==> config.mk <==
export PLATFORM = sky130hd
export DESIGN_NAME = cpu_hazard
export DESIGN_NICKNAME = d
export VERILOG_FILES = /design/src/cpu_pkg.sv /design/src/cpu_hazard.sv
export VERILOG_INCLUDE_DIRS = /design/src /design/src/include
export SDC_FILE = /design/constraint.sdc
export NUM_CORES = 1
export LEC_CHECK = 0
export BUFFER_PORTS_ARGS = -buffer_cell sky130_fd_sc_hd__buf_4
export CAP_MARGIN = 20
export CORE_AREA = 4 4 107 109
export DETAILED_ROUTE_END_ITERATION = 8
export DIE_AREA = 0 0 111 113
export PLACE_DENSITY = 0.46
export SETUP_SLACK_MARGIN = 0.02
export SLEW_MARGIN = 15
export SYNTH_ARGS = -nofsm -noshare
export SYNTH_HDL_FRONTEND = slang
export SYNTH_SLANG_ARGS = --single-unit
==> constraint.sdc <==
create_clock -name vclk -period 5.3
set_clock_uncertainty 0.2 [all_clocks]
set_input_delay 0.265 -clock vclk [all_inputs]
set_output_delay 0.265 -clock vclk [all_outputs]
set_load 0.01 [all_outputs]
==> src/include/cpu_defs.svh <==
// cpu defines: widths, memory depths, host address map of the pipelined core
`ifndef CPU_DEFS_SVH
`define CPU_DEFS_SVH

`define XLEN         32
`define ADDR_W       16
`define REG_SEL_W    4       // 16 registers

// loader word counts, one word per memory entry
`define IMEM_WORDS   64
`define DMEM_WORDS   64

////////////////////////////////////////
// host address map
////////////////////////////////////////
`define DM_LOAD_BASE 16'h1000 // data word k requested at base + 4k
`define HOST_BASE    16'h9000 // stores at or above go to the host

`endif

==> src/cpu_pkg.sv <==
// cpu types: opcodes, host ops, loader states and pipeline register layouts
`include "cpu_defs.svh"

package cpu_pkg;

    // fields: opcode [31:24], rd [23:20], rs [19:16], rt [15:12], imm [15:0]
    // st writes rd to mem[rs+imm], beq/bne compare rs with rd
    typedef enum logic [7:0] {
        OP_NOP  = 8'h00,
        OP_ADD  = 8'h01,
        OP_SUB  = 8'h02,
        OP_AND  = 8'h03,
        OP_OR   = 8'h04,
        OP_XOR  = 8'h05,
        OP_ADDI = 8'h09,
        OP_BEQ  = 8'h31,
        OP_BNE  = 8'h33,
        OP_JMP  = 8'h3D,
        OP_LD   = 8'h81,
        OP_ST   = 8'h83
    } opcode_t;

    typedef enum logic [1:0] {
        HOST_IDLE  = 2'b00,
        HOST_READ  = 2'b01,
        HOST_WRITE = 2'b11
    } host_op_t;

    typedef enum logic [2:0] {
        ST_IDLE,
        ST_LOAD_IM,
        ST_LOAD_DM,
        ST_RUN,
        ST_WRT_HOST
    } host_state_t;

    ////////////////////////////////////////
    // pipeline registers
    ////////////////////////////////////////
    typedef struct packed {
        opcode_t op;
        logic    use_imm;
        logic    reg_wr;
        logic    mem_rd;
        logic    mem_wr;
        logic    mem_to_reg;
        logic    is_branch;
    } ctrl_t;

    typedef struct packed {
        logic [`XLEN-1:0]   instr;
        logic [`ADDR_W-1:0] pc;
    } if_id_t;

    typedef struct packed {
        ctrl_t                 ctrl;
        logic [`XLEN-1:0]      val1;  // rs
        logic [`XLEN-1:0]      val2;  // rt, or rd for st/beq/bne
        logic [`XLEN-1:0]      imm;
        logic [`REG_SEL_W-1:0] rd;
    } id_ex_t;

    typedef struct packed {
        ctrl_t                 ctrl;
        logic [`XLEN-1:0]      alu_res;
        logic [`REG_SEL_W-1:0] rd;
    } ex_mem_t;

    typedef struct packed {
        logic                  reg_wr;
        logic [`REG_SEL_W-1:0] rd;
        logic [`XLEN-1:0]      wb_data;
    } mem_wb_t;

    typedef struct packed {
        logic               valid;
        logic [`ADDR_W-1:0] addr;
        logic [`XLEN-1:0]   data;
    } store_req_t;

    typedef struct packed {
        logic               valid;
        logic               to_dmem;  // 0 = instruction memory
        logic [`ADDR_W-3:0] idx;
        logic [`XLEN-1:0]   data;
    } load_wr_t;

    // control fields for one opcode
    function automatic ctrl_t decode_ctrl(input logic [7:0] code);
        ctrl_t c;
        c = '0;
        c.op = opcode_t'(code);
        case (code)
            OP_ADD, OP_SUB, OP_AND, OP_OR, OP_XOR: begin
                c.reg_wr = 1'b1;
            end
            OP_ADDI: begin
                c.use_imm = 1'b1;
                c.reg_wr  = 1'b1;
            end
            OP_LD: begin
                c.use_imm    = 1'b1;
                c.reg_wr     = 1'b1;
                c.mem_rd     = 1'b1;
                c.mem_to_reg = 1'b1;
            end
            OP_ST: begin
                c.use_imm = 1'b1;
                c.mem_wr  = 1'b1;
            end
            OP_BEQ, OP_BNE, OP_JMP: begin
                c.is_branch = 1'b1;
            end
            default: begin
                c.op = OP_NOP; // unknown codes run as nop
            end
        endcase
        return c;
    endfunction

    // second source taken from the rd field
    function automatic logic uses_rd(input logic [7:0] code);
        return (code == OP_ST) || (code == OP_BEQ) || (code == OP_BNE);
    endfunction

endpackage

==> src/cpu_hazard.sv <==
// hazard unit: read-after-write and jump/branch stalls, no forwarding
`timescale 1ns/1ns
`include "cpu_defs.svh"

module cpu_hazard (
    input  logic [`XLEN-1:0]  if_word,
    input  cpu_pkg::if_id_t   if_id,
    input  cpu_pkg::id_ex_t   id_ex,
    input  cpu_pkg::ex_mem_t  ex_mem,
    input  cpu_pkg::mem_wb_t  mem_wb,
    output logic              stall
);

    cpu_pkg::ctrl_t        dec_ctrl;  // instr sitting in decode
    logic [7:0]            code;
    logic [`REG_SEL_W-1:0] src1, src2;
    logic                  use1, use2;
    logic [3:0]            wr_en;
    logic [`REG_SEL_W-1:0] wr_rd [4];
    logic                  raw, jb;

    assign dec_ctrl = cpu_pkg::decode_ctrl(if_id.instr[31:24]);
    assign code     = if_word[31:24];
    assign src1     = if_word[19:16];
    assign src2     = cpu_pkg::uses_rd(code) ? if_word[23:20] : if_word[15:12];

    always_comb begin
        use1 = 1'b0;
        use2 = cpu_pkg::uses_rd(code);
        case (code)
            cpu_pkg::OP_ADD, cpu_pkg::OP_SUB, cpu_pkg::OP_AND,
            cpu_pkg::OP_OR, cpu_pkg::OP_XOR: begin
                use1 = 1'b1;
                use2 = 1'b1;
            end
            cpu_pkg::OP_ADDI, cpu_pkg::OP_LD, cpu_pkg::OP_ST,
            cpu_pkg::OP_BEQ, cpu_pkg::OP_BNE: begin
                use1 = 1'b1;
            end
            default: ;
        endcase
    end

    // pending writes, decode down to writeback
    assign wr_en = {dec_ctrl.reg_wr, id_ex.ctrl.reg_wr, ex_mem.ctrl.reg_wr, mem_wb.reg_wr};
    assign wr_rd[3] = if_id.instr[23:20];
    assign wr_rd[2] = id_ex.rd;
    assign wr_rd[1] = ex_mem.rd;
    assign wr_rd[0] = mem_wb.rd;

    always_comb begin
        raw = 1'b0;
        for (int i = 0; i < 4; i++) begin
            if (wr_en[i] && ((use1 && wr_rd[i] == src1) || (use2 && wr_rd[i] == src2))) begin
                raw = 1'b1;
            end
        end
    end

    assign jb    = dec_ctrl.is_branch || id_ex.ctrl.is_branch; // resolved in execute
    assign stall = raw || jb;

endmodule

==> impl_metrics.csv, run 1 <==
group,metric,value,unit
outcome,status,"finished clean",
detailed_routing,drtIter0Drc,37,
sta,worst_slew_pin_slew,0.480,ns
final_layout,register_area,0,um^2
cts,cts_resized,0,
sta,max-slew-margin-rel,0.674,
run,maxCapViolCount,0,
sta,maxSlewViolCount,0,
yosys,ys_types,29,
sta,rsz0062_at_grt,"no",
cts,hold_buffers,0,
sta,setup_slack,2.46,ns
final_layout,final_core_util,0.112,
die,die_y,113,um
final_layout,n_clock_buffer,0,
detailed_routing,wl_per_cell,11.5,um
final_layout,syn2layout_area_growth,84.4,%
critical_path,critPathLaunchType,"input pin",
global_routing,use_met3,0.00481,
global_routing,grt-busiest-layer,"met2",
final_layout,drive_gt1_frac,0.424,
detailed_routing,wl,3140,um
yosys,avgSynthCellArea,7.75,um^2
global_routing,grt_pass1_vias,881,
yosys,syn_area,643,um^2
yosys,ys_seq_area_frac,0,
critical_path,worst_ep_arrival_time,2.38,ns
die,num_rows,38,
final_layout,seq_cells,0,
place,hpwlAfterDp,2890,um
die,num_io_pins,282,
critical_path,crit_type,"input pin to output port",
place,numPortBuffers,49,
place,gp_congestion,0.755,
global_routing,grt_use_met2,0.0886,
global_routing,grt_pass1_wl,4710,um
critical_path,critPathCaptureType,"output port",
place,post-place-ws,2.43,ns
power_and_ir_drop,power.density,67.3,mW/mm^2
die,dieArea,0.0125,mm^2
yosys,ys.warnings.count,0,
sta,setup_violations,0,
critical_path,required,4.84,ns
detailed_routing,drc,0,
die,coreArea,0.0106,mm^2
detailed_routing,drtAntennaViolNets,0,
final_layout,antenna_cells,0,
global_routing,antenna_found_initial,0,
detailed_routing,vias,829,
die,die_w,111,um
sta,finalHoldViolCount,0,
yosys,synth_nets,364,
global_routing,grtUsageMet1,0.0616,
sta,finalCritPeriodShare,0.537,
power_and_ir_drop,p_leak,0.439,nW
critical_path,crit_fanout,5,
power_and_ir_drop,vdd_ir_drop_max,0.0246,mV
sta,finalCriticalPeriod,2.84,ns
cts,post_cts_buffers,0,
detailed_routing,via_per_inst,3.05,
sta,hold_ws,0.712,ns
global_routing,grtUsageTotal,0.0470,
final_layout,nets,415,
sta,fmax,352,MHz
global_routing,overflow,0,
hold_path,hold_path_class,"input pin to output port",
global_routing,grt_max_degree,7,
yosys,synthCells,83,
die,start_util,0.0607,
detailed_routing,drt_first_pass_iters,3,
sta,tns,0,ns
[where the power goes]
part | total [mW] | internal (mW) | switching (mW)
Clock | 0 | 0 | 0
Sequential | 0 | 0 | 0
Combinational | 0.0798 | 0.0451 | 0.0347
Total | 0.0798 | 0.0451 | 0.0347
[path summary, 6_finish.rpt]
path	start	end	slack, ns	cells after the start
worst max-delay path	if_word[25]	stall	2.46	9
worst min-delay path	id_ex[104]	stall	0.71	4
[logic make-up after synthesis]
| kind of cell | synth area share |
|---|---|
| AOI/OAI and AO/OA | 0.140 |
| xor gates and xnor gates | 0.436 |
| buffers and inverters | 0.00583 |
| muxes | 0.0856 |
| and+or+nand+nor | 0.333 |
[layout make-up]
| class | instances | area, um^2 |
|---|---|---|
| fill | 1221 | 9420 |
| multi-input combinational | 82 | 639 |
| timing repair buffer | 49 | 368 |
| tap | 140 | 175 |
| inverter | 1 | 3.75 |
[Yosys cell counts]
| master | n | area [um^2] |
|---|---|---|
| a22o_1 | 1 | 8.76 |
| a32oi_1 | 1 | 8.76 |
| a31oi_1 | 1 | 6.26 |
| and3b_1 | 1 | 8.76 |
| a22oi_1 | 1 | 7.51 |
| nor4b_4 | 1 | 23.8 |
| inv_1 | 1 | 3.75 |
| a21oi_1 | 1 | 5.00 |
| nor4_1 | 3 | 18.8 |
| o21ai_0 | 2 | 10.0 |
| xnor2_1 | 17 | 149 |
| nand3b_1 | 1 | 7.51 |
| o32ai_1 | 1 | 8.76 |
| and2_1 | 1 | 6.26 |
| nor3b_1 | 1 | 7.51 |
| a41oi_1 | 1 | 8.76 |
| mux2i_2 | 4 | 55.1 |
| nand4_1 | 2 | 12.5 |
| nor3_1 | 9 | 45.0 |
| nand2_1 | 3 | 11.3 |
| nor2_1 | 3 | 11.3 |
| o31ai_1 | 1 | 7.51 |
| xor2_1 | 15 | 131 |
| and4_1 | 2 | 17.5 |
| and4bb_2 | 1 | 12.5 |
| o21ai_2 | 1 | 8.76 |
| nand2b_1 | 1 | 6.26 |
| a311o_1 | 1 | 10.0 |
| nand3_1 | 5 | 25.0 |
[per-layer routing]
metal | up-vias | share of wire | routed length (um)
met2 | 23 | 0.51 | 1590
li1 | 409 | - | -
met4 | 0 | 0 | 0
met3 | 0 | 0.037 | 116
met5 | - | 0 | 0
met1 | 397 | 0.46 | 1430
[critical path, stage by stage]
cell and delay [ns]:
buf_4 0.13, and4bb_2 0.23, o21ai_2 0.41, mux2i_2 0.50
xnor2_1 0.11, nor4_1 0.33, a32oi_1 0.16, nand3_1 0.10
buf_4 0.13
[cells in the final DEF, fill, tap and decap left out, types with 2 or more instances in the layout]
master   instances
nor4_1           3
nand4_1          2
o21ai_0          2
nand2_1          3
nor2_1           3
nand3_1          5
xor2_1          15
xnor2_1         17
and4_1           2
mux2i_2          4
buf_4           49
nor3_1           9
[metrics by stage]
stage | instance area, um^2 | instances | total power [mW]
final | 1190 | 272 | 0.0798
after global routing | 1190 | 272 | 0.0871
after CTS | 1190 | 272 | 0.0811
after detailed placement | 1190 | 272 | 0.0810
after global placement | 1190 | 272 | 0.0796
after floorplan | 643 | 83 | 0.0340
Note: power is estimated with default switching activity, not from simulation.
==> run 2, diff against run 1 <==
CORE_AREA = 4 4 108 110   (was 4 4 107 109)
DIE_AREA = 0 0 112 114   (was 0 0 111 113)
PLACE_DENSITY = 0.45   (was 0.46)
clock period = 2.8 ns   (was 5.3 ns; I/O delays follow)
==> impl_metrics.csv, run 2 (same netlist as run 1, synthesis figures left out) <==
group,metric,value,unit
power_and_ir_drop,power.total,156,uW
final_layout,multi_input_area,664,um^2
die,die_y,114,um
critical_path,crit_chain,"buf_4 -> and4bb_2 -> o21ai_4 -> mux2i_2 -> xnor2_1 -> nor4_1 -> a32oi_1 -> nand3_1 -> buf_4",
critical_path,crit_path_frequent_cell,"buf_4",
detailed_routing,vias,808,
die,start_util,0.0601,
global_routing,antenna_found_initial,0,
final_layout,fillers,1241,
critical_path,path_buf_inv,2,
sta,finalCritPeriodShare,0.891,
die,dieArea,0.0128,mm^2
die,num_io_pins,282,
die,die_w,112,um
final_layout,register_area,0,um^2
sta,setup_violations,0,
critical_path,critical_path.slowest_cell,"mux2i_2",
critical_path,required,2.46,ns
global_routing,grtUsageTotal,0.0451,
final_layout,nets,415,
critical_path,worst_ep_arrival_time,2.15,ns
outcome,status,"finished clean",
sta,finalHoldViolCount,0,
global_routing,grt_pass1_wl,4510,um
place,numPortBuffers,49,
sta,maxSlewViolCount,0,
sta,fmax,401,MHz
final_layout,seq_cells,0,
power_and_ir_drop,p_leak,0.443,nW
critical_path,crit_type,"input pin to output port",
power_and_ir_drop,vdd_ir_drop_max,0.0560,mV
detailed_routing,drt_first_pass_iters,2,
die,num_rows,38,
die,coreArea,0.0107,mm^2
detailed_routing,via_per_inst,2.97,
hold_path,hold_path_class,"input pin to output port",
detailed_routing,drc,0,
detailed_routing,wl_met2,1490,um
sta,rsz0062_at_grt,"no",
critical_path,slowest_delay,0.46,ns
power_and_ir_drop,power.density,129,mW/mm^2
global_routing,grt_pass1_vias,832,
place,placedCellCount,272,
detailed_routing,wl_per_cell,11.7,um
detailed_routing,route.met3.wl,160,um
detailed_routing,wl,3200,um
detailed_routing,routed.top_layer,"met4",
final_layout,syn2layout_area_growth,88.3,%
detailed_routing,drtIter0Drc,36,
critical_path,crit_fanout,5,
critical_path,critPathLaunchType,"input pin",
final_layout,final_common_cell,"buf_4",
sta,worst_slew_pin_slew,0.492,ns
global_routing,overflow,0,
sta,tns,0,ns
final_layout,drive_gt1_frac,0.424,
final_layout,n_clock_buffer,0,
detailed_routing,m1WireLength,1520,um
critical_path,critPathCaptureType,"output port",
place,gp_congestion,0.724,
sta,max-slew-margin-rel,0.666,
critical_path,worst_path_dominant_cell_family,"simple AND/OR/NAND/NOR gates",
final_layout,fin_cells,272,
detailed_routing,drtAntennaViolNets,0,
run,maxCapViolCount,0,
global_routing,grt_max_degree,7,
place,hpwlAfterDp,2900,um
sta,finalCriticalPeriod,2.49,ns
final_layout,final_core_util,0.113,
final_layout,layout_common_cells,"49 x buf_4, 17 x xnor2_1, 15 x xor2_1, 9 x nor3_1, 5 x nand3_1",
final_layout,antenna_cells,0,
## run 2: cell types whose count changed in the layout (fill, tap and decap cells not counted)
cell / previous run / this run
o21ai_2: 1 / 0
o21ai_4: 0 / 1
mux2i_2: 4 / 2
mux2i_4: 0 / 2
## run 2: power breakdown
part           total (mW)  switching, mW  internal, mW
sequential              0              0             0
clock                   0              0             0
combinational       0.156         0.0689        0.0869
## run 2: worst min-delay path: stages
cell and delay [ns]:
buf_4 0.09, a32oi_1 0.09, nand3_1 0.08, buf_4 0.13
## run 2: per-stage QoR
stage | hold slack, ns | area, um^2 | setup slack (ns)
2_1_floorplan | 0.245 | 643 | 0.818
3_3_place_gp | 0.451 | 1190 | 0.273
3_5_place_dp | 0.456 | 1190 | 0.197
4_1_cts | 0.458 | 1190 | 0.191
5_1_grt | 0.518 | 1210 | 0.138
6_report | 0.459 | 1210 | 0.305
## run 2: worst paths after layout
| check | startpoint | end | cells after the start |
|---|---|---|---|
| hold / removal | ex_mem[40] | stall | 4 |
| setup / recovery | if_word[25] | stall | 9 |
## run 2: repair_timing
action / 4_1_cts / 5_1_grt
setup buffers: 0 / 0
resized for setup: 0 / 3
endpoints found under the setup margin: 0 / 1
hold buffers: 0 / 0
## run 2: final cells by class
| cell class | instances | area share |
|---|---|---|
| inverters | 1 | 0.00310 |
| multi-input cells | 82 | 0.549 |
| repair buffers | 49 | 0.304 |
| well taps | 140 | 0.145 |
## run 2: per-layer routing
metal / track usage / vias to the layer above
li1: - / 409
met1: 0.0616 / 366
met2: 0.0779 / 31
met3: 0.00690 / 2
met4: 0.00481 / 0
met5: 0 / -
