**src/include/cpu_defs.svh**
```systemverilog
// cpu defines: widths, memory depths, host address map of the pipelined core
`ifndef CPU_DEFS_SVH
`define CPU_DEFS_SVH

`define XLEN         32
`define ADDR_W       16
`define REG_SEL_W    4       // 16 registers

// loader word counts, one word per memory entry
`define IMEM_WORDS   64
`define DMEM_WORDS   64

////////////////////////////////////////
// host address map
////////////////////////////////////////
`define DM_LOAD_BASE 16'h1000 // data word k requested at base + 4k
`define HOST_BASE    16'h9000 // stores at or above go to the host

`endif

```
**src/cpu_pkg.sv**
```systemverilog
// cpu types: opcodes, host ops, loader states and pipeline register layouts
`include "cpu_defs.svh"

package cpu_pkg;

    // fields: opcode [31:24], rd [23:20], rs [19:16], rt [15:12], imm [15:0]
    // st writes rd to mem[rs+imm], beq/bne compare rs with rd
    typedef enum logic [7:0] {
        OP_NOP  = 8'h00,
        OP_ADD  = 8'h01,
        OP_SUB  = 8'h02,
        OP_AND  = 8'h03,
        OP_OR   = 8'h04,
        OP_XOR  = 8'h05,
        OP_ADDI = 8'h09,
        OP_BEQ  = 8'h31,
        OP_BNE  = 8'h33,
        OP_JMP  = 8'h3D,
        OP_LD   = 8'h81,
        OP_ST   = 8'h83
    } opcode_t;

    typedef enum logic [1:0] {
        HOST_IDLE  = 2'b00,
        HOST_READ  = 2'b01,
        HOST_WRITE = 2'b11
    } host_op_t;

    typedef enum logic [2:0] {
        ST_IDLE,
        ST_LOAD_IM,
        ST_LOAD_DM,
        ST_RUN,
        ST_WRT_HOST
    } host_state_t;

    ////////////////////////////////////////
    // pipeline registers
    ////////////////////////////////////////
    typedef struct packed {
        opcode_t op;
        logic    use_imm;
        logic    reg_wr;
        logic    mem_rd;
        logic    mem_wr;
        logic    mem_to_reg;
        logic    is_branch;
    } ctrl_t;

    typedef struct packed {
        logic [`XLEN-1:0]   instr;
        logic [`ADDR_W-1:0] pc;
    } if_id_t;

    typedef struct packed {
        ctrl_t                 ctrl;
        logic [`XLEN-1:0]      val1;  // rs
        logic [`XLEN-1:0]      val2;  // rt, or rd for st/beq/bne
        logic [`XLEN-1:0]      imm;
        logic [`REG_SEL_W-1:0] rd;
    } id_ex_t;

    typedef struct packed {
        ctrl_t                 ctrl;
        logic [`XLEN-1:0]      alu_res;
        logic [`REG_SEL_W-1:0] rd;
    } ex_mem_t;

    typedef struct packed {
        logic                  reg_wr;
        logic [`REG_SEL_W-1:0] rd;
        logic [`XLEN-1:0]      wb_data;
    } mem_wb_t;

    typedef struct packed {
        logic               valid;
        logic [`ADDR_W-1:0] addr;
        logic [`XLEN-1:0]   data;
    } store_req_t;

    typedef struct packed {
        logic               valid;
        logic               to_dmem;  // 0 = instruction memory
        logic [`ADDR_W-3:0] idx;
        logic [`XLEN-1:0]   data;
    } load_wr_t;

    // control fields for one opcode
    function automatic ctrl_t decode_ctrl(input logic [7:0] code);
        ctrl_t c;
        c = '0;
        c.op = opcode_t'(code);
        case (code)
            OP_ADD, OP_SUB, OP_AND, OP_OR, OP_XOR: begin
                c.reg_wr = 1'b1;
            end
            OP_ADDI: begin
                c.use_imm = 1'b1;
                c.reg_wr  = 1'b1;
            end
            OP_LD: begin
                c.use_imm    = 1'b1;
                c.reg_wr     = 1'b1;
                c.mem_rd     = 1'b1;
                c.mem_to_reg = 1'b1;
            end
            OP_ST: begin
                c.use_imm = 1'b1;
                c.mem_wr  = 1'b1;
            end
            OP_BEQ, OP_BNE, OP_JMP: begin
                c.is_branch = 1'b1;
            end
            default: begin
                c.op = OP_NOP; // unknown codes run as nop
            end
        endcase
        return c;
    endfunction

    // second source taken from the rd field
    function automatic logic uses_rd(input logic [7:0] code);
        return (code == OP_ST) || (code == OP_BEQ) || (code == OP_BNE);
    endfunction

endpackage

```
**src/cpu_execute.sv**
```systemverilog
// execute stage: ALU, branch compare, store routing and the EX/MEM register
`timescale 1ns/1ns
`include "cpu_defs.svh"

module cpu_execute (
    input  logic                 clk,
    input  logic                 rst_n,
    input  logic                 core_hold,
    input  cpu_pkg::id_ex_t      id_ex,
    output cpu_pkg::ex_mem_t     ex_mem,
    output cpu_pkg::store_req_t  store_req,
    output logic                 branch_taken,
    output logic [`ADDR_W-1:0]   branch_target
);

    logic [`XLEN-1:0] opb;
    logic [`XLEN-1:0] alu;
    logic             taken;

    assign opb = id_ex.ctrl.use_imm ? id_ex.imm : id_ex.val2;

    always_comb begin
        case (id_ex.ctrl.op)
            cpu_pkg::OP_ADD, cpu_pkg::OP_ADDI,
            cpu_pkg::OP_LD, cpu_pkg::OP_ST: alu = id_ex.val1 + opb; // ld/st address too
            cpu_pkg::OP_SUB: alu = id_ex.val1 - opb;
            cpu_pkg::OP_AND: alu = id_ex.val1 & opb;
            cpu_pkg::OP_OR:  alu = id_ex.val1 | opb;
            cpu_pkg::OP_XOR: alu = id_ex.val1 ^ opb;
            default:         alu = '0;
        endcase
    end

    ////////////////////////////////////////
    // branch resolution
    ////////////////////////////////////////
    always_comb begin
        case (id_ex.ctrl.op)
            cpu_pkg::OP_BEQ: taken = (id_ex.val1 == id_ex.val2);
            cpu_pkg::OP_BNE: taken = (id_ex.val1 != id_ex.val2);
            cpu_pkg::OP_JMP: taken = 1'b1;
            default:         taken = 1'b0;
        endcase
    end

    assign branch_taken  = taken && !core_hold;
    assign branch_target = id_ex.imm[`ADDR_W-1:0]; // absolute byte address

    always_comb begin
        store_req.valid = id_ex.ctrl.mem_wr && !core_hold;
        store_req.addr  = alu[`ADDR_W-1:0];
        store_req.data  = id_ex.val2;
    end

    always_ff @(posedge clk or negedge rst_n) begin
        if (!rst_n) begin
            ex_mem <= '0;
        end else if (core_hold) begin
            ex_mem <= '0;           // bubble while the host write drains
        end else begin
            ex_mem.ctrl    <= id_ex.ctrl;
            ex_mem.alu_res <= alu;
            ex_mem.rd      <= id_ex.rd;
        end
    end

endmodule

```
**config.mk**
```make
export PLATFORM = sky130hd
export DESIGN_NAME = cpu_execute
export DESIGN_NICKNAME = d
export VERILOG_FILES = /design/src/cpu_pkg.sv /design/src/cpu_execute.sv
export VERILOG_INCLUDE_DIRS = /design/src /design/src/include
export SDC_FILE = /design/constraint.sdc
export NUM_CORES = 1
export LEC_CHECK = 0
export BUFFER_PORTS_ARGS = -buffer_cell sky130_fd_sc_hd__buf_2
export CAP_MARGIN = 30
export CORE_MARGIN = 5
export CORE_UTILIZATION = 50
export DETAILED_ROUTE_END_ITERATION = 6
export PLACE_DENSITY = 0.79
export SYNTH_ARGS = -nofsm -noshare
export SYNTH_HDL_FRONTEND = slang
export SYNTH_SLANG_ARGS = --single-unit
```
**constraint.sdc**
```tcl
create_clock -name clk -period 6.95 [get_ports clk]
set_input_delay 1.39 -clock clk [delete_from_list [all_inputs] [get_ports clk]]
set_output_delay 1.39 -clock clk [all_outputs]
set_load 0.05 [all_outputs]
```
==> flow_summary_export.csv, run 1 <==
group,metric,value,unit
sta,fin_tns_setup,0,ps
detailed_routing,drtPass1Iterations,5,
floorplanning,io_pins,233,
floorplanning,die_h,127.5,um
sta,max-slew-margin-rel,0.3263,
final_layout,top_regs,"ex_mem: 50 flops",
sta,tightest_slew,1011,ps
worst_setup_path,crit_end,"store_req[45]",
worst_setup_path,cp_max_fo,7,
cts,htree_levels,2,
sta,setup_ws,424.5,ps
worst_setup_path,worst-path-buf-inv,2,
cts,cts_root_buf,"clkbuf_16",
detailed_routing,wl_per_cell,18.42,um
worst_setup_path,slowest_stage,"or4_1",
power_and_ir_drop,powerDensity,140.4,nW/um^2
worst_setup_path,worstPathRequired,5560,ps
floorplanning,start_util,0.5031,
synth,syn_inst,849,
cts,post-cts-setup-buffers,0,
worst_setup_path,cpPeakStageDelay,660,ps
synth,synth_cell_types,63,
synth,synth_edf_count,0,
cts,cts_resized,0,
final_layout,regMostFlops,"ex_mem",
detailed_routing,wirelength,22070,um
detailed_routing,viasPerCell,5.642,
grt,grt_max_degree,69,
sta,drv_slew,0,
synth,ys_ff_latch,50,
final_layout,layout-drive-gt1-share,0.2635,
final_layout,final_core_util,0.5871,
place,pre_cts_ws,355.6,ps
cts,cts_sinks,50,
floorplanning,core_area,13720,um^2
synth,synthFlopType,"dfrtp_1",
cts,numCtsBuffers,5,
synth,ys_async_sr_fraction,1.000,
final_layout,mostFrequentLayoutCell,"buf_2",
place,place_congestion,0.9202,
synth,synth.cell_area,6902,um^2
cts,cts_tree,"yes",
worst_setup_path,cp.arrival,5140,ps
power_and_ir_drop,leakagePower,4.205,nW
status,outcome,"finished, final reports clean",
power_and_ir_drop,ir_worst_vdd,0.00009963,V
sta,min_period,6526,ps
worst_hold_path,hp-class,"input port to asynchronous set/reset pin",
floorplanning,dieArea,16250,um^2
synth,avgSynthCellArea,8.129,um^2
detailed_routing,detail-route-antenna-nets,0,
sta,hold_viol_final,0,
detailed_routing,routed-via-count,6759,
worst_setup_path,critical_path.cell_chain,"buf_2 -> or4_1 -> nor2_1 -> or3_1 -> xnor2_1 -> ha_1 -> a21o_1 -> a21oi_1 -> a31oi_1 -> a21bo_2 -> a21o_1 -> a21oi_1 -> xor2_1 -> o21ai_1 -> buf_2",
worst_setup_path,worst-setup-path-type,"input port to primary output",
final_layout,largest_reg_flops,50,
synth,synth-seq-area-share,0.1813,
synth,synthTopCellsByArea,"dfrtp_1 (18%), ha_1 (18%), xnor2_1 (6.1%), a21oi_1 (5.5%), buf_4 (5.3%)",
sta,whs,1185,ps
cts,hold_buffers,0,
worst_setup_path,crit_start,"id_ex[108]",
flow_run,drv_cap,0,
sta,period_share,0.9389,
detailed_routing,drc,0,
sta,setup_viol,0,
place,portBuffers,232,
grt,antenna_found_initial,2,
grt,grt_pass1_wl,34350,um
worst_setup_path,cpLargestDelayFamily,"compound AO/OA/AOI/OAI gates",
worst_setup_path,end_kind,"primary output",
worst_setup_path,cp_num_cells,15,
sta,rsz0062_at_grt,"false",
grt,grt_usage,0.2623,
synth,syn_nets,1064,
cts,cts_buffer_depth,2,
floorplanning,die_w,127.5,um
final_layout,final_cell_mix,"buf_2 (232), ha_1 (97), a21oi_1 (76), inv_1 (72), dfrtp_1 (50)",
synth,yosys_warnings,0,
synth,synth_top_cell_by_area,"dfrtp_1",
grt,overflow,0,
grt,grt_pass1_vias,6434,
detailed_routing,drt_iter0_drc,491,
worst_setup_path,critPathLaunchType,"input port",
synth,yosysTopAreaCellShare,0.1813,
sta,fmax,153.2,MHz
place,dpl.hpwl,17400,um
floorplanning,rows,43,
final_layout,area_delta_synth_final,16.72,%
final_layout,fin_nets,1231,
cts,cts.clk_slew.worst_paths,80,ps
-- area by class of cell --
| class | count | area (um^2) |
|---|---|---|
| antenna | 1 | 2.502 |
| clock buffer | 5 | 125.1 |
| multi-input combinational | 642 | 4877 |
| sequential | 50 | 1251 |
| clock inverter | 3 | 45.04 |
| inverter | 72 | 270.3 |
| fill | 1290 | 5664 |
| tap | 180 | 225.2 |
| timing repair buffer | 245 | 1259 |
-- synthesized netlist by cell type (all sizes together) (2+ instances only) --
| master | number |
|---|---|
| o22ai | 10 |
| or3 | 6 |
| dfrtp | 50 |
| ha | 97 |
| nand4 | 10 |
| a41oi | 2 |
| xnor2 | 48 |
| o21ai | 31 |
| nand3 | 10 |
| o211ai | 4 |
| nand2 | 39 |
| nor3 | 38 |
| a211oi | 4 |
| a21boi | 3 |
| and2 | 2 |
| o311ai | 4 |
| nand2b | 5 |
| buf | 55 |
| a31o | 2 |
| a31oi | 7 |
| o31ai | 7 |
| inv | 72 |
| o21a | 4 |
| xor2 | 40 |
| a21o | 13 |
| o32ai | 3 |
| o21bai | 2 |
| and3 | 6 |
| nor2b | 37 |
| mux2i | 33 |
| nor2 | 33 |
| nor3b | 3 |
| a22o | 32 |
| clkbuf | 30 |
| a22oi | 3 |
| a21oi | 76 |
| nor4 | 11 |
-- layer usage --
metal	part of all wire	global-route usage	up-vias	wire [um]
li1	-	-	3288	-
met1	0.43	0.3435	3151	9421
met2	0.48	0.4531	284	10590
met3	0.072	0.03554	34	1585
met4	0.021	0.07066	2	456
met5	0.00050	0	-	11
-- power by group --
group	total [mW]	switching (mW)	internal [mW]	leakage, nW
Clock	0.299	0.128	0.170	0.0760
Combinational	0.533	0.346	0.187	3.45
Sequential	0.299	0.00158	0.297	0.678
Total	1.13	0.476	0.655	4.21
-- stage by stage --
step	instances	total power, mW	cell area (um^2)
finish	1198	1.131	8055
global route	1198	1.196	8055
CTS	1197	1.133	8050
detailed placement	1189	0.8321	7880
global placement	1189	0.8274	7880
floorplan	849	0.6927	6905
-- logic make-up after synthesis --
| logic type | after synthesis | share of synthesized area |
|---|---|---|
| buffers and inverters | 157 | 0.1139 |
| adders and majority gates | 98 | 0.1788 |
| muxes | 33 | 0.04786 |
| xor gates and xnor gates | 88 | 0.1117 |
| AOI/OAI and AO/OA | 217 | 0.2063 |
| DFF | 50 | 0.1813 |
| and+or+nand+nor | 206 | 0.1603 |
-- worst min path at each step --
stage / start / to / slack, ps
after floorplan: rst_n / ex_mem[0]$_DFF_PN0_ / 1090
after global placement: rst_n / ex_mem[16]$_DFF_PN0_ / 1570
after detailed placement: rst_n / ex_mem[16]$_DFF_PN0_ / 1580
after CTS: rst_n / ex_mem[16]$_DFF_PN0_ / 1250
after global routing: rst_n / ex_mem[16]$_DFF_PN0_ / 1270
final: rst_n / ex_mem[16]$_DFF_PN0_ / 1180
Note: power is estimated with default switching activity, not from simulation.
==> run 2: changes to the inputs <==
--- a/config.mk
+++ b/config.mk
@@ -6,6 +6,7 @@
 export SDC_FILE = /design/constraint.sdc
 export NUM_CORES = 1
 export LEC_CHECK = 0
+export ABC_AREA = 1
 export BUFFER_PORTS_ARGS = -buffer_cell sky130_fd_sc_hd__buf_2
 export CAP_MARGIN = 30
 export CORE_MARGIN = 5
==> run 2 against run 1 <==
Sequential share of layout area down 1.1 points. Critical path depth up 7. Die area up 8.8%. Sequential cell count unchanged. Design area up 7.5%. Routed wire length up 10%. Highest routed layer is now met4.
==> flow_summary_export.csv, run 2 <==
group,metric,value,unit
status,outcome,"finished, final reports clean",
final_layout,fillCellCount,1585,
cts,numCtsBuffers,5,
floorplanning,rows,45,
grt,grt_usage,0.2708,
detailed_routing,drtPass1Iterations,5,
synth,yosys_warnings,0,
detailed_routing,wl_met2,10470,um
place,placed_area,8509,um^2
synth,synth_common_cells,"nand2_1 (272), inv_1 (137), nor2_1 (128)",
cts,cts.clk_slew.worst_paths,70,ps
final_layout,finalInstanceArea,8663,um^2
synth,synth_edf_count,0,
final_layout,area_delta_synth_final,14.54,%
detailed_routing,drt_iter0_drc,439,
worst_setup_path,critical_path.cell_chain,"buf_2 -> inv_6 -> nand2_1 -> nand2_2 -> ha_1 -> inv_1 -> nor2_2 -> nand4_2 -> nor2_4 -> nand2_2 -> o21ai_0 -> xor2_1 -> ha_1 -> nand2_1 -> nand2_1 -> o21bai_1 -> a21oi_1 -> o21ai_0 -> or2_2 -> nand3_1 -> nand2_1 -> buf_2",
final_layout,fin_nets,1536,
synth,ys_ff_latch,50,
cts,cts_root_buf,"clkbuf_16",
power_and_ir_drop,leakagePower,5.071,nW
flow_run,drv_cap,0,
final_layout,final_cell_mix,"nand2_1 (272), buf_2 (232), inv_1 (137), nor2_1 (127), ha_1 (97)",
worst_hold_path,hp-class,"input port to asynchronous set/reset pin",
place,dpl.hpwl,20590,um
sta,period_share,0.9040,
final_layout,regMostFlops,"ex_mem",
cts,hold_buffers,0,
place,portBuffers,232,
synth,synth_top_cell_by_area,"dfrtp_1",
worst_setup_path,worst-setup-path-type,"input port to primary output",
sta,setup_viol,0,
final_layout,largest_reg_flops,50,
detailed_routing,wirelength,24320,um
detailed_routing,routed-via-count,8005,
floorplanning,io_pins,233,
cts,htree_levels,2,
worst_setup_path,crit_top_cell,"nand2_1",
synth,avgSynthCellArea,6.588,um^2
sta,drv_slew,0,
synth,syn_inst,1148,
detailed_routing,met1Wirelength,11390,um
final_layout,num_antenna_cells,0,
grt,overflow,0,
worst_setup_path,critPathLaunchType,"input port",
floorplanning,start_util,0.5031,
worst_setup_path,slowest_stage,"ha_1",
grt,grt_pass1_wl,38820,um
final_layout,layout-drive-gt1-share,0.2496,
synth,yosysTopAreaCellShare,0.1654,
cts,post-cts-setup-buffers,0,
power_and_ir_drop,ir_worst_vdd,0.0001108,V
detailed_routing,wl_per_cell,16.11,um
cts,cts_tree,"yes",
synth,synth.cell_area,7564,um^2
sta,hold_viol_final,0,
final_layout,top_regs,"ex_mem: 50 flops",
sta,rsz0062_at_grt,"false",
cts,cts_sinks,50,
floorplanning,die_w,133.0,um
detailed_routing,routed.top_layer,"met4",
place,place_congestion,0.9814,
final_layout,mostFrequentLayoutCell,"nand2_1",
synth,synth_cell_types,45,
synth,ys_async_sr_fraction,1.000,
floorplanning,dieArea,17690,um^2
detailed_routing,detail-route-antenna-nets,0,
worst_setup_path,cp.arrival,4890,ps
final_layout,multi_input_area,5244,um^2
cts,cts_resized,0,
grt,grt_max_degree,51,
synth,syn_nets,1363,
synth,synthFlopType,"dfrtp_1",
worst_setup_path,crit_start,"id_ex[105]",
worst_setup_path,cp_max_fo,32,
sta,fin_tns_setup,0,ps
synth,synthTopCellsByArea,"dfrtp_1 (17%), ha_1 (16%), nand2_1 (13%), inv_1 (6.8%), nor2_1 (6.4%)",
sta,min_period,6283,ps
sta,fmax,159.2,MHz
synth,synth-seq-area-share,0.1654,
detailed_routing,viasPerCell,5.301,
worst_setup_path,worstPathRequired,5560,ps
sta,tightest_slew,945.9,ps
floorplanning,core_area,15030,um^2
detailed_routing,routed-wl-met3,2030,um
detailed_routing,drc,0,
final_layout,seqCellArea,1251,um^2
power_and_ir_drop,powerDensity,127.7,nW/um^2
sta,max-slew-margin-rel,0.3679,
sta,setup_ws,667.5,ps
synth,yosysMostFrequentCell,"nand2_1",
floorplanning,die_h,133.0,um
worst_setup_path,cpPeakStageDelay,310,ps
worst_setup_path,end_kind,"primary output",
cts,cts_buffer_depth,2,
place,pre_cts_ws,729.0,ps
grt,antenna_found_initial,0,
grt,grt_pass1_vias,7634,
==> run 2: changes by cell type in the layout (fill, tap and decap cells not counted), moves of 27 or more <==
cell,change
xnor2_1,-27
nand3_1,+45
inv_1,+65
nand2_1,+233
a22o_1,-32
nor2b_1,-37
a221oi_1,+30
nor2_1,+95
mux2i_1,-33
nand2_2,+27
==> run 2: metal layers <==
layer / GRT usage / vias up
met3: 0.03612 / 27
met5: 0 / -
met2: 0.4224 / 351
met4: 0.06524 / 0
li1: - / 4008
met1: 0.3953 / 3619
==> run 2: critical path: cells and delay by family <==
kind                     cells  cell delay, ps
AND/OR/NAND/NOR             11            1390
buffers and inverters        4             770
AO/OA/AOI/OAI                4             680
adder cells (fa/ha/maj)      2             470
XOR/XNOR                     1             190
==> run 2: cell families (layout without fill, tap and decap cells) <==
group,Yosys count,count (layout),share of synthesized area
DFF,50,50,0.1654
buffers and inverters,222,396,0.1423
AOI/OAI and AO/OA,160,160,0.1292
and+or+nand+nor,559,559,0.3317
xor gates and xnor gates,59,59,0.06832
adders and majority gates,98,98,0.1631
==> run 2: cell type report <==
| cell class | instances | area share |
|---|---|---|
| Multi-Input combinational cell | 876 | 0.6053 |
| Sequential cell | 50 | 0.1444 |
| Timing Repair Buffer | 239 | 0.1401 |
| Inverter | 149 | 0.06528 |
| Tap cell | 188 | 0.02715 |
| Clock buffer | 5 | 0.01444 |
| Clock inverter | 3 | 0.003322 |
==> run 2: worst paths after layout <==
path | to | slack, ps
max | store_req[45] | 670
min | ex_mem[5]$_DFF_PN0_ | 1180
max in group asynchronous | ex_mem[32]$_DFF_PN0_ | 5360
min in group clk | ex_mem[1]$_DFF_PN0_ | 1290
==> run 2: stage by stage <==
step                  util  power (mW)  hold WS, ps  std cells
floorplan                -      0.7177         1094       1148
global placement    0.5655      0.8486         1523       1501
detailed placement  0.5660      0.8558         1527       1502
CTS                 0.5763       1.110         1210       1510
global route        0.5763       1.193         1246       1510
finish              0.5763       1.106         1180       1510
==> run 2: power by group <==
group	switching (mW)	internal [mW]	leakage, nW
Sequential	0.00145	0.297	0.679
Combinational	0.384	0.175	4.32
Clock	0.112	0.137	0.0759
Total	0.497	0.609	5.07
